`config.mk`:
```
export PLATFORM = sky130hd
export DESIGN_NAME = mmr_top
export DESIGN_NICKNAME = d
export VERILOG_FILES = /design/src/rtl/mmr_pkg.sv /design/src/rtl/cpsb_cfg_chain.sv /design/src/rtl/cpsa_regs.sv /design/src/rtl/cpsb_regs.sv /design/src/rtl/mmr_top.sv
export SDC_FILE = /design/constraint.sdc
export NUM_CORES = 2
export LEC_CHECK = 0
export BUFFER_PORTS_ARGS = -buffer_cell sky130_fd_sc_hd__buf_2
export CAP_MARGIN = 20
export CELL_PAD_IN_SITES_DETAIL_PLACEMENT = 2
export CELL_PAD_IN_SITES_GLOBAL_PLACEMENT = 2
export CORE_MARGIN = 2
export CORE_UTILIZATION = 23
export CTS_BUF_LIST = sky130_fd_sc_hd__clkbuf_4 sky130_fd_sc_hd__clkbuf_8 sky130_fd_sc_hd__clkbuf_16
export DETAILED_ROUTE_END_ITERATION = 12
export HOLD_SLACK_MARGIN = 0.12
export PLACE_DENSITY_LB_ADDON = 0.1
export SLEW_MARGIN = 10
export SYNTH_ARGS = -nofsm -noshare
export SYNTH_HDL_FRONTEND = slang
export SYNTH_SLANG_ARGS = --single-unit
```
`constraint.sdc`:
```
create_clock -name clk -period 33.1 [get_ports clk]
set_input_delay 3.31 -clock clk [delete_from_list [all_inputs] [get_ports clk]]
set_output_delay 3.31 -clock clk [all_outputs]
set_load 0.1 [all_outputs]
```
`src/rtl/mmr_pkg.sv`:
```
// shared types and constants for the CPS-A / CPS-B register block
// covers the CPU bus cycle, the CPS-B configuration map, the mapper
// fields and the grouped register outputs of both chips
package mmr_pkg;

    // configuration chain length in bytes
    localparam int cfg_bytes = 24;

    // word address that disables a gated CPS-B slot
    localparam logic [4:0] addr_off = 5'd31;

    // layer order 3-2-1-0, all palette pages enabled
    localparam logic [15:0] layer_ctrl_rst = {3'b000, 2'b11, 2'b10, 2'b01, 2'b00, 5'd0};
    localparam logic [5:0]  pal_page_rst   = 6'h3f;

    // CPS-A fixed word addresses
    localparam logic [4:0] a_obj_base   = 5'h00;
    localparam logic [4:0] a_scr1_base  = 5'h01;
    localparam logic [4:0] a_scr2_base  = 5'h02;
    localparam logic [4:0] a_scr3_base  = 5'h03;
    localparam logic [4:0] a_row_base   = 5'h04;
    localparam logic [4:0] a_pal_base   = 5'h05;
    localparam logic [4:0] a_hpos1      = 5'h06;
    localparam logic [4:0] a_vpos1      = 5'h07;
    localparam logic [4:0] a_hpos2      = 5'h08;
    localparam logic [4:0] a_vpos2      = 5'h09;
    localparam logic [4:0] a_hpos3      = 5'h0a;
    localparam logic [4:0] a_vpos3      = 5'h0b;
    localparam logic [4:0] a_hstar1     = 5'h0c;
    localparam logic [4:0] a_vstar1     = 5'h0d;
    localparam logic [4:0] a_hstar2     = 5'h0e;
    localparam logic [4:0] a_vstar2     = 5'h0f;
    localparam logic [4:0] a_row_offset = 5'h10;
    localparam logic [4:0] a_ppu_ctrl   = 5'h11;

    // one CPU bus cycle, dsn is active low per byte lane
    typedef struct packed {
        logic        cs_a;
        logic        cs_b;
        logic [4:0]  addr;
        logic [1:0]  dsn;
        logic [15:0] wdata;
    } bus_req_t;

    typedef struct packed {
        logic [7:0] board_id;
        logic [4:0] id;
        logic [4:0] mult1;
        logic [4:0] mult2;
        logic [4:0] rslt0;
        logic [4:0] rslt1;
        logic [4:0] layer;
        logic [4:0] prio0;
        logic [4:0] prio1;
        logic [4:0] prio2;
        logic [4:0] prio3;
        logic [4:0] in2;
        logic [4:0] in3;
        logic [4:0] pal_page;
        logic [7:0] layer_mask0;
        logic [7:0] layer_mask1;
        logic [7:0] layer_mask2;
        logic [7:0] layer_mask3;
    } cpsb_map_t;

    typedef struct packed {
        logic [5:0]  game;
        logic [15:0] bank_offset;
        logic [15:0] bank_mask;
        logic        cpu_speed;
    } mapper_t;

    typedef struct packed {
        logic [15:0] hpos1, hpos2, hpos3;
        logic [15:0] vpos1, vpos2, vpos3;
        logic [15:0] hstar1, hstar2;
        logic [15:0] vstar1, vstar2;
    } scroll_t;

    typedef struct packed {
        logic [15:0] obj_base, scr1_base, scr2_base, scr3_base;
        logic [15:0] row_base, row_offset, pal_base, ppu_ctrl;
    } vram_t;

    typedef struct packed {
        logic [15:0] layer_ctrl;
        logic [15:0] prio0, prio1, prio2, prio3;
        logic [5:0]  pal_page_en;
    } mix_t;

    typedef struct packed {
        logic [3:0] start;
        logic [3:0] coin;
        logic [7:0] joy3;
        logic [7:0] joy4;
    } player_in_t;

endpackage

```
`src/rtl/cpsb_cfg_chain.sv`:
```
// CPS-B configuration chain
// bytes shift in one per cfg_we cycle and are decoded into the
// relocatable slot addresses, layer masks and ROM mapper fields
`timescale 1ns/1ps

module cpsb_cfg_chain (
    input  logic                clk,
    input  logic                reg_rst,
    input  logic                cfg_we,
    input  logic [7:0]          cfg_data,
    output mmr_pkg::cpsb_map_t  map,
    output mmr_pkg::mapper_t    mapper
);
    import mmr_pkg::*;

    logic [cfg_bytes-1:0][7:0] chain;

    // newest byte lands in byte 0, older ones move up
    always_ff @(posedge clk or posedge reg_rst) begin
        if (reg_rst) begin
            chain <= '1;
        end else if (cfg_we) begin
            chain <= {chain[cfg_bytes-2:0], cfg_data};
        end
    end

    // address bytes are byte addresses, drop bit 0 for the word address
    always_comb begin
        map.id          = chain[0][5:1];
        map.board_id    = chain[1];
        map.mult1       = chain[2][5:1];
        map.mult2       = chain[3][5:1];
        map.rslt0       = chain[4][5:1];
        map.rslt1       = chain[5][5:1];
        map.layer       = chain[6][5:1];
        map.prio0       = chain[7][5:1];
        map.prio1       = chain[8][5:1];
        map.prio2       = chain[9][5:1];
        map.prio3       = chain[10][5:1];
        map.in2         = chain[11][5:1];
        map.in3         = chain[12][5:1];
        map.pal_page    = chain[13][5:1];
        map.layer_mask0 = chain[14];
        map.layer_mask1 = chain[15];
        map.layer_mask2 = chain[16];
        map.layer_mask3 = chain[17];
    end

    // ROM bank mapper, last six bytes
    always_comb begin
        mapper.game        = chain[18][5:0];
        mapper.bank_offset = {chain[20], chain[19]};
        mapper.bank_mask   = {chain[22], chain[21]};
        mapper.cpu_speed   = chain[23][0];
    end

    // a byte taken in must be fully defined, it steers the whole CPS-B map
    assert property (@(posedge clk) disable iff (reg_rst)
        cfg_we |-> !$isunknown(cfg_data))
        else $error("configuration byte unknown while cfg_we is high");

endmodule

```
`src/rtl/cpsa_regs.sv`:
```
// CPS-A register bank
// fixed word addresses 0 to 17 with byte lane merge on write
// palette base and object base writes arm a copy / DMA pulse that
// fires once the chip select has dropped
`timescale 1ns/1ps

module cpsa_regs (
    input  logic              clk,
    input  logic              reg_rst,
    input  mmr_pkg::bus_req_t bus,
    output mmr_pkg::scroll_t  scroll,
    output mmr_pkg::vram_t    vram,
    output logic              pal_copy,
    output logic              obj_dma_ok
);
    import mmr_pkg::*;

    logic pre_copy;
    logic pre_dma;
    logic [15:0] wd;
    logic [1:0]  dsn;

    // keep the old byte where its select is high
    function automatic logic [15:0] lane_merge(
        input logic [15:0] old_word,
        input logic [15:0] new_word,
        input logic [1:0]  sel_n
    );
        logic [7:0] hi;
        logic [7:0] lo;
        hi = sel_n[1] ? old_word[15:8] : new_word[15:8];
        lo = sel_n[0] ? old_word[7:0]  : new_word[7:0];
        return {hi, lo};
    endfunction

    assign wd  = bus.wdata;
    assign dsn = bus.dsn;

    always_ff @(posedge clk or posedge reg_rst) begin
        if (reg_rst) begin
            scroll     <= '0;
            vram       <= '0;
            pre_copy   <= 1'b0;
            pre_dma    <= 1'b0;
            pal_copy   <= 1'b0;
            obj_dma_ok <= 1'b0;
        end else if (bus.cs_a) begin
            pal_copy   <= 1'b0;
            obj_dma_ok <= 1'b0;
            case (bus.addr)
                a_obj_base: begin
                    vram.obj_base <= lane_merge(vram.obj_base, wd, dsn);
                    pre_dma       <= 1'b1;
                end
                a_scr1_base: vram.scr1_base <= lane_merge(vram.scr1_base, wd, dsn);
                a_scr2_base: vram.scr2_base <= lane_merge(vram.scr2_base, wd, dsn);
                a_scr3_base: vram.scr3_base <= lane_merge(vram.scr3_base, wd, dsn);
                a_row_base:  vram.row_base  <= lane_merge(vram.row_base, wd, dsn);
                a_pal_base: begin
                    vram.pal_base <= lane_merge(vram.pal_base, wd, dsn);
                    pre_copy      <= 1'b1;
                end
                a_hpos1:  scroll.hpos1  <= lane_merge(scroll.hpos1, wd, dsn);
                a_vpos1:  scroll.vpos1  <= lane_merge(scroll.vpos1, wd, dsn);
                a_hpos2:  scroll.hpos2  <= lane_merge(scroll.hpos2, wd, dsn);
                a_vpos2:  scroll.vpos2  <= lane_merge(scroll.vpos2, wd, dsn);
                a_hpos3:  scroll.hpos3  <= lane_merge(scroll.hpos3, wd, dsn);
                a_vpos3:  scroll.vpos3  <= lane_merge(scroll.vpos3, wd, dsn);
                a_hstar1: scroll.hstar1 <= lane_merge(scroll.hstar1, wd, dsn);
                a_vstar1: scroll.vstar1 <= lane_merge(scroll.vstar1, wd, dsn);
                a_hstar2: scroll.hstar2 <= lane_merge(scroll.hstar2, wd, dsn);
                a_vstar2: scroll.vstar2 <= lane_merge(scroll.vstar2, wd, dsn);
                a_row_offset: begin
                    vram.row_offset <= lane_merge(vram.row_offset, wd, dsn);
                end
                a_ppu_ctrl: vram.ppu_ctrl <= lane_merge(vram.ppu_ctrl, wd, dsn);
                default: begin
                    // addresses 18 to 31 hold nothing on CPS-A
                end
            endcase
        end else begin
            // the CPU may still be writing the base while cs_a is high,
            // so the pulse only goes out after the select drops
            pal_copy   <= pre_copy;
            obj_dma_ok <= pre_dma;
            pre_copy   <= 1'b0;
            pre_dma    <= 1'b0;
        end
    end

    // no palette copy while the CPU has CPS-A selected
    assert property (@(posedge clk) disable iff (reg_rst)
        pal_copy |-> !bus.cs_a)
        else $error("palette copy pulse while CPS-A is selected");

endmodule

```
`src/rtl/cpsb_regs.sv`:
```
// CPS-B register bank
// slot addresses come from the configuration chain, so every access
// is matched against the whole map; holds the 16x16 multiplier,
// layer and priority registers, extra player inputs and the
// registered read port
`timescale 1ns/1ps

module cpsb_regs (
    input  logic                clk,
    input  logic                reg_rst,
    input  mmr_pkg::bus_req_t   bus,
    input  mmr_pkg::cpsb_map_t  map,
    input  mmr_pkg::player_in_t players,
    output mmr_pkg::mix_t       mix,
    output logic [15:0]         rdata
);
    import mmr_pkg::*;

    logic hit_id, hit_mult1, hit_mult2, hit_rslt0, hit_rslt1, hit_layer;
    logic hit_prio0, hit_prio1, hit_prio2, hit_prio3;
    logic hit_in2, hit_in3, hit_pal_page;
    logic        wr_en;
    logic [15:0] mult1;
    logic [15:0] mult2;
    logic [31:0] product;
    logic [7:0]  in2;
    logic [7:0]  in3;
    logic [15:0] rd_mux;

    // gated slots are switched off when configured to addr_off
    function automatic logic slot_match(
        input logic [4:0] addr,
        input logic [4:0] slot,
        input logic       gated
    );
        return (addr == slot) && !(gated && (slot == addr_off));
    endfunction

    assign hit_id       = slot_match(bus.addr, map.id,       1'b0);
    assign hit_mult1    = slot_match(bus.addr, map.mult1,    1'b1);
    assign hit_mult2    = slot_match(bus.addr, map.mult2,    1'b1);
    assign hit_rslt0    = slot_match(bus.addr, map.rslt0,    1'b1);
    assign hit_rslt1    = slot_match(bus.addr, map.rslt1,    1'b1);
    assign hit_layer    = slot_match(bus.addr, map.layer,    1'b0);
    assign hit_prio0    = slot_match(bus.addr, map.prio0,    1'b1);
    assign hit_prio1    = slot_match(bus.addr, map.prio1,    1'b1);
    assign hit_prio2    = slot_match(bus.addr, map.prio2,    1'b1);
    assign hit_prio3    = slot_match(bus.addr, map.prio3,    1'b1);
    assign hit_in2      = slot_match(bus.addr, map.in2,      1'b1);
    assign hit_in3      = slot_match(bus.addr, map.in3,      1'b1);
    assign hit_pal_page = slot_match(bus.addr, map.pal_page, 1'b0);

    // only full word writes reach CPS-B
    assign wr_en = bus.cs_b && (bus.dsn == 2'b00);

    // extra inputs: start, coin, six joystick bits
    assign in2 = {players.start[2], players.coin[2], players.joy3[5:0]};
    assign in3 = {players.start[3], players.coin[3], players.joy4[5:0]};

    always_comb begin
        rd_mux = '1;
        if (bus.addr != addr_off) begin
            if (hit_id) begin
                rd_mux = {4'd0, map.board_id[7:4], 4'd0, map.board_id[3:0]};
            end else if (hit_mult1) begin
                rd_mux = mult1;
            end else if (hit_mult2) begin
                rd_mux = mult2;
            end else if (hit_rslt0) begin
                rd_mux = product[15:0];
            end else if (hit_rslt1) begin
                rd_mux = product[31:16];
            end else if (hit_layer) begin
                rd_mux = mix.layer_ctrl;
            end else if (hit_prio0) begin
                rd_mux = mix.prio0;
            end else if (hit_prio1) begin
                rd_mux = mix.prio1;
            end else if (hit_prio2) begin
                rd_mux = mix.prio2;
            end else if (hit_prio3) begin
                rd_mux = mix.prio3;
            end else if (hit_pal_page) begin
                rd_mux = {10'd0, mix.pal_page_en};
            end else if (hit_in2) begin
                rd_mux = {in2, in2};
            end else if (hit_in3) begin
                rd_mux = {in3, in3};
            end
        end
    end

    always_ff @(posedge clk or posedge reg_rst) begin
        if (reg_rst) begin
            mult1            <= '0;
            mult2            <= '0;
            product          <= '0;
            rdata            <= '1;
            mix.layer_ctrl   <= layer_ctrl_rst;
            mix.prio0        <= '0;
            mix.prio1        <= '0;
            mix.prio2        <= '0;
            mix.prio3        <= '0;
            mix.pal_page_en  <= pal_page_rst;
        end else begin
            // one cycle behind the operands
            product <= mult1 * mult2;
            if (bus.cs_b) begin
                rdata <= rd_mux;
            end
            if (wr_en) begin
                if (hit_mult1)    mult1           <= bus.wdata;
                if (hit_mult2)    mult2           <= bus.wdata;
                if (hit_layer)    mix.layer_ctrl  <= bus.wdata;
                if (hit_prio0)    mix.prio0       <= bus.wdata;
                if (hit_prio1)    mix.prio1       <= bus.wdata;
                if (hit_prio2)    mix.prio2       <= bus.wdata;
                if (hit_prio3)    mix.prio3       <= bus.wdata;
                if (hit_pal_page) mix.pal_page_en <= bus.wdata[5:0];
            end
        end
    end

    // the configuration must not place two slots on one live address
    assert property (@(posedge clk) disable iff (reg_rst)
        (bus.cs_b && (bus.addr != addr_off)) |->
        $onehot0({hit_id, hit_mult1, hit_mult2, hit_rslt0, hit_rslt1, hit_layer,
                  hit_prio0, hit_prio1, hit_prio2, hit_prio3,
                  hit_in2, hit_in3, hit_pal_page}))
        else $error("CPS-B slots overlap at address %0d", bus.addr);

endmodule

```
`src/rtl/mmr_top.sv`:
```
// register block top level for the two-chip video system
// joins the CPS-B configuration chain with the CPS-A and CPS-B
// register banks on one shared CPU bus
`timescale 1ns/1ps

module mmr_top (
    input  logic                clk,
    input  logic                reg_rst,
    input  mmr_pkg::bus_req_t   bus,
    input  logic                cfg_we,
    input  logic [7:0]          cfg_data,
    input  mmr_pkg::player_in_t players,
    output logic [15:0]         rdata,
    output mmr_pkg::scroll_t    scroll,
    output mmr_pkg::vram_t      vram,
    output mmr_pkg::mix_t       mix,
    output mmr_pkg::mapper_t    mapper,
    output logic                pal_copy,
    output logic                obj_dma_ok
);
    import mmr_pkg::*;

    // decoded CPS-B address map
    cpsb_map_t cfg_map;

    cpsb_cfg_chain cfg0 (
        .clk      (clk),
        .reg_rst  (reg_rst),
        .cfg_we   (cfg_we),
        .cfg_data (cfg_data),
        .map      (cfg_map),
        .mapper   (mapper)
    );

    // fixed-address chip
    cpsa_regs cpsa0 (
        .clk        (clk),
        .reg_rst    (reg_rst),
        .bus        (bus),
        .scroll     (scroll),
        .vram       (vram),
        .pal_copy   (pal_copy),
        .obj_dma_ok (obj_dma_ok)
    );

    // relocatable chip, also owns the read port
    cpsb_regs cpsb0 (
        .clk     (clk),
        .reg_rst (reg_rst),
        .bus     (bus),
        .map     (cfg_map),
        .players (players),
        .mix     (mix),
        .rdata   (rdata)
    );

endmodule

```
==> metrics.txt <==
Critical Path, Cell by Cell=buf_16 > nand2_1 > fa_1 > fa_1 > fa_1 > fa_1 > inv_1 > fa_1 > inv_1 > fa_1 > inv_1 > ha_1 > or4_1 > o21ai_0 > nand3b_1 > o21bai_1 > a31oi_1 > o21ai_1 > or4_1 > nand3_1; slew margin rel.=26.6%; IO Count=491; Slew Viols, Final=0; final hold slack=a little under 500 ps; vias post-DR=roughly 24000; Yosys cell types=84; FF+latch count, synth=roughly 640; asr flop ratio synth=between 90% and 100%; min Tclk post-route=between 6000 and 7000 ps; final setup fails=0; HPWL Detailed=107000 um; Max stage delay on crit path=~760 ps; worst hold path class=reg2reg; Mapped Avg Cell Area=12.4 sq um; ys flop type=dfrtp_1; hold path endpoint=cpsb0.mult1[4]$_DFFE_PP0P_; CTS Buf Count=80; Tcrit/Tclk final=a little over a fifth; CTS tree=yes; count of final hold-check violations=0; area added between synthesis and finish=20.9%; Yosys top cell by area=dfrtp_1; RSZ-0062 raised after global routing=false; Worst Skew=roughly 29 ps; CTS Buffer Depth=3; GRT Util Overall=between 10% and 20%; most frequent cell after synthesis=mux2_2; reg2reg start=cpsb0.mult1[10]$_DFFE_PP0P_; Synth area leaders=dfrtp_1, mux2_2, dfstp_2; initial core utilization=23.2%; Crit Path Max Fanout=13; Max Cap Viol=0; Slew @ Worst Pin=~1100 ps; # nets final=approximately 3600; Clock Pin Slew Worst Setup and Hold Paths=about 60 ps; Commonest cells post-synth=mux2_2, dfrtp_1, inv_1, nand2_1, dfstp_2; vias in the first global route=28042; Vert. Die Dim=395 um; Yosys warning total=0; # fillers=around 16000; PD cells=~92 nW/um^2; HP Start=cpsb0.mult1[4]$_DFFE_PP0P_; CP dominant cell by count=fa_1; register area share after synthesis=46.5%; Critical Path Start Type=flip-flop; Sequential cell area=~16000 sq um; clk_lat worst skew=around 680 ps; FF-to-FF path depth=20; worst vdd ir=about 0.046 mV; Post-CTS Setup Inserts=0; WL/cell=roughly 27 um; cells after synthesis=between 2000 and 3000; P_leak=~0.021 uW; Iteration-0 DRC Markers=955; layout cells sized above 1=45.1%; Overflow after GRT=0; core area=between 150000 and 200000 sq um; Post-synth EDFFs=0; Worst EP required=~34000 ps; Hold Path Depth=1; GPL Wtd Cong=0.778; Critical Path Sink Type=flip-flop; Syn Nets=3200; Clock Root Buffer=clkbuf_16; cts repair resizes=0; status=finished clean; port bufs=roughly 480; H-Tree Level Count=3; Final ANT Viol Nets=0; first-pass GRT wire length=~210000 um; row count=143; drt pass-1 iters=4; initial antenna violation count=15; worst reg2reg path endpoint=cpsb0.product[30]$_DFF_PP0_; CP max-delay cell=dfrtp_1; Fin Setup TNS=0 ps; Cell Area, Synth=about 35000 sq um; r2r setup slk=approximately 26000 ps; arrival time worst endpoint=approximately 7600 ps; largest net degree at the start of global routing=154; Setup Crit Path Kind=reg2reg; Post-route DRC=0; Vias/cell=around 4.5; top cell type's share of synthesized area=between 30% and 40%; die area=156000 sq um; total clock sinks=643; FMAX=0.144 GHz; Core Util, Final=between 20% and 30%; Die W=395 um; final wirelength=around 140000 um; area of the multi-input gates=17000 sq um; CTS Hold Bufs=0
## cell families (layout without fill, tap and decap cells)
logic type / count (synthesis) / count (layout) / synth area share, %
multiplexers: 588 / 588 / 18.8
XOR/XNOR: 79 / 79 / 1.97
buffers and inverters: 420 / 912 / 5.17
flip-flops: 643 / 643 / 46.5
AND/OR/NAND/NOR: 564 / 564 / 7.77
AO/OA/AOI/OAI: 250 / 250 / 5.07
other: 0 / 1 / 0
adder cells (fa/ha/maj): 298 / 298 / 14.7
## metrics by stage
stage / total power, uW / worst slack [ps] / area (sq um) / std cells
after detailed placement: 3000 / 25440 / 39700 / 5213
after global placement: 2970 / 25670 / 39500 / 5207
after floorplan: 2520 / 12130 / 35200 / 2842
after CTS: 3970 / 26000 / 42500 / 5362
final: 3910 / 26140 / 42500 / 5365
after global routing: 4090 / 25820 / 42500 / 5365
## report_power, final
part	internal [uW]	switching, uW	leakage, uW
combinational	365	1330	0.0112
sequential	1070	209	0.00800
clock	571	369	0.00143
total	2000	1900	0.0207
## layer usage
metal / vias to the layer above / track usage [%] / share of wire [%]
li1: 10403 / - / -
met5: - / 0 / 0
met2: 533 / 31.5 / 50
met1: 13184 / 23.2 / 43
met3: 156 / 4.19 / 5.0
met4: 0 / 4.67 / 2.7
## worst max-delay path by stage
stage	start	end	slack [ps]	cells after the start
2_1_floorplan	reg_rst	cpsa0.obj_dma_ok$_DFF_PP0_	12130	1
3_3_place_gp	reg_rst	cpsa0.vram[107]$_DFFE_PP0P_	25670	6
3_5_place_dp	reg_rst	cpsa0.scroll[154]$_DFFE_PP0P_	25440	6
4_1_cts	cpsb0.mult2[1]$_DFFE_PP0P_	cpsb0.product[30]$_DFF_PP0_	26000	19
5_1_grt	reg_rst	cpsa0.vram[89]$_DFFE_PP0P_	25820	6
6_report	cpsb0.mult1[10]$_DFFE_PP0P_	cpsb0.product[30]$_DFF_PP0_	26140	20
## registers in the layout, summed over array words and instances (netlist names)
signal            flops
cfg0.chain           41
cfg0.map            105
cfg0.mapper          39
cpsa0.obj_dma_ok      1
cpsa0.pal_copy        1
cpsa0.pre_copy        1
cpsa0.pre_dma         1
cpsa0.scroll        160
cpsa0.vram          128
cpsb0.mix            86
cpsb0.mult1          16
cpsb0.mult2          16
cpsb0.product        32
cpsb0.rdata          16
## final cells by class
type	count	share of cell area (%)
Clock buffer	122	5.78
Inverter	236	2.10
Clock inverter	27	0.856
Timing Repair Buffer	527	6.80
Tap cell	2030	5.97
Sequential cell	643	38.4
Multi-Input combinational cell	1779	40.0
Antenna cell	1	0.00588
## critical path: cells and delay by family (launching register included)
family	cells	cell delay (ps)
buf+inv	4	380
fa+ha+maj	7	3310
flops	1	760
simple gates	5	1420
compound gates	4	960
## layout by cell type, fill, tap and decap left out, drive strengths merged, types with 6 or more instances in the layout
| cell type | count |
|---|---|
| a211oi | 11 |
| a21o | 8 |
| a21oi | 43 |
| a22oi | 7 |
| a31oi | 14 |
| and2 | 126 |
| and3 | 9 |
| buf | 526 |
| bufinv | 7 |
| clkbuf | 123 |
| clkinv | 11 |
| dfrtp | 432 |
| dfstp | 211 |
| fa | 194 |
| ha | 104 |
| inv | 244 |
| mux2 | 586 |
| nand2 | 237 |
| nand3 | 26 |
| nand4 | 12 |
| nor2 | 88 |
| nor3 | 28 |
| o211a | 6 |
| o211ai | 9 |
| o21a | 11 |
| o21ai | 49 |
| o21bai | 7 |
| o221ai | 12 |
| o22ai | 15 |
| o31ai | 7 |
| or2 | 10 |
| xnor2 | 44 |
| xor2 | 35 |
Note: power is estimated with default switching activity, not from simulation.
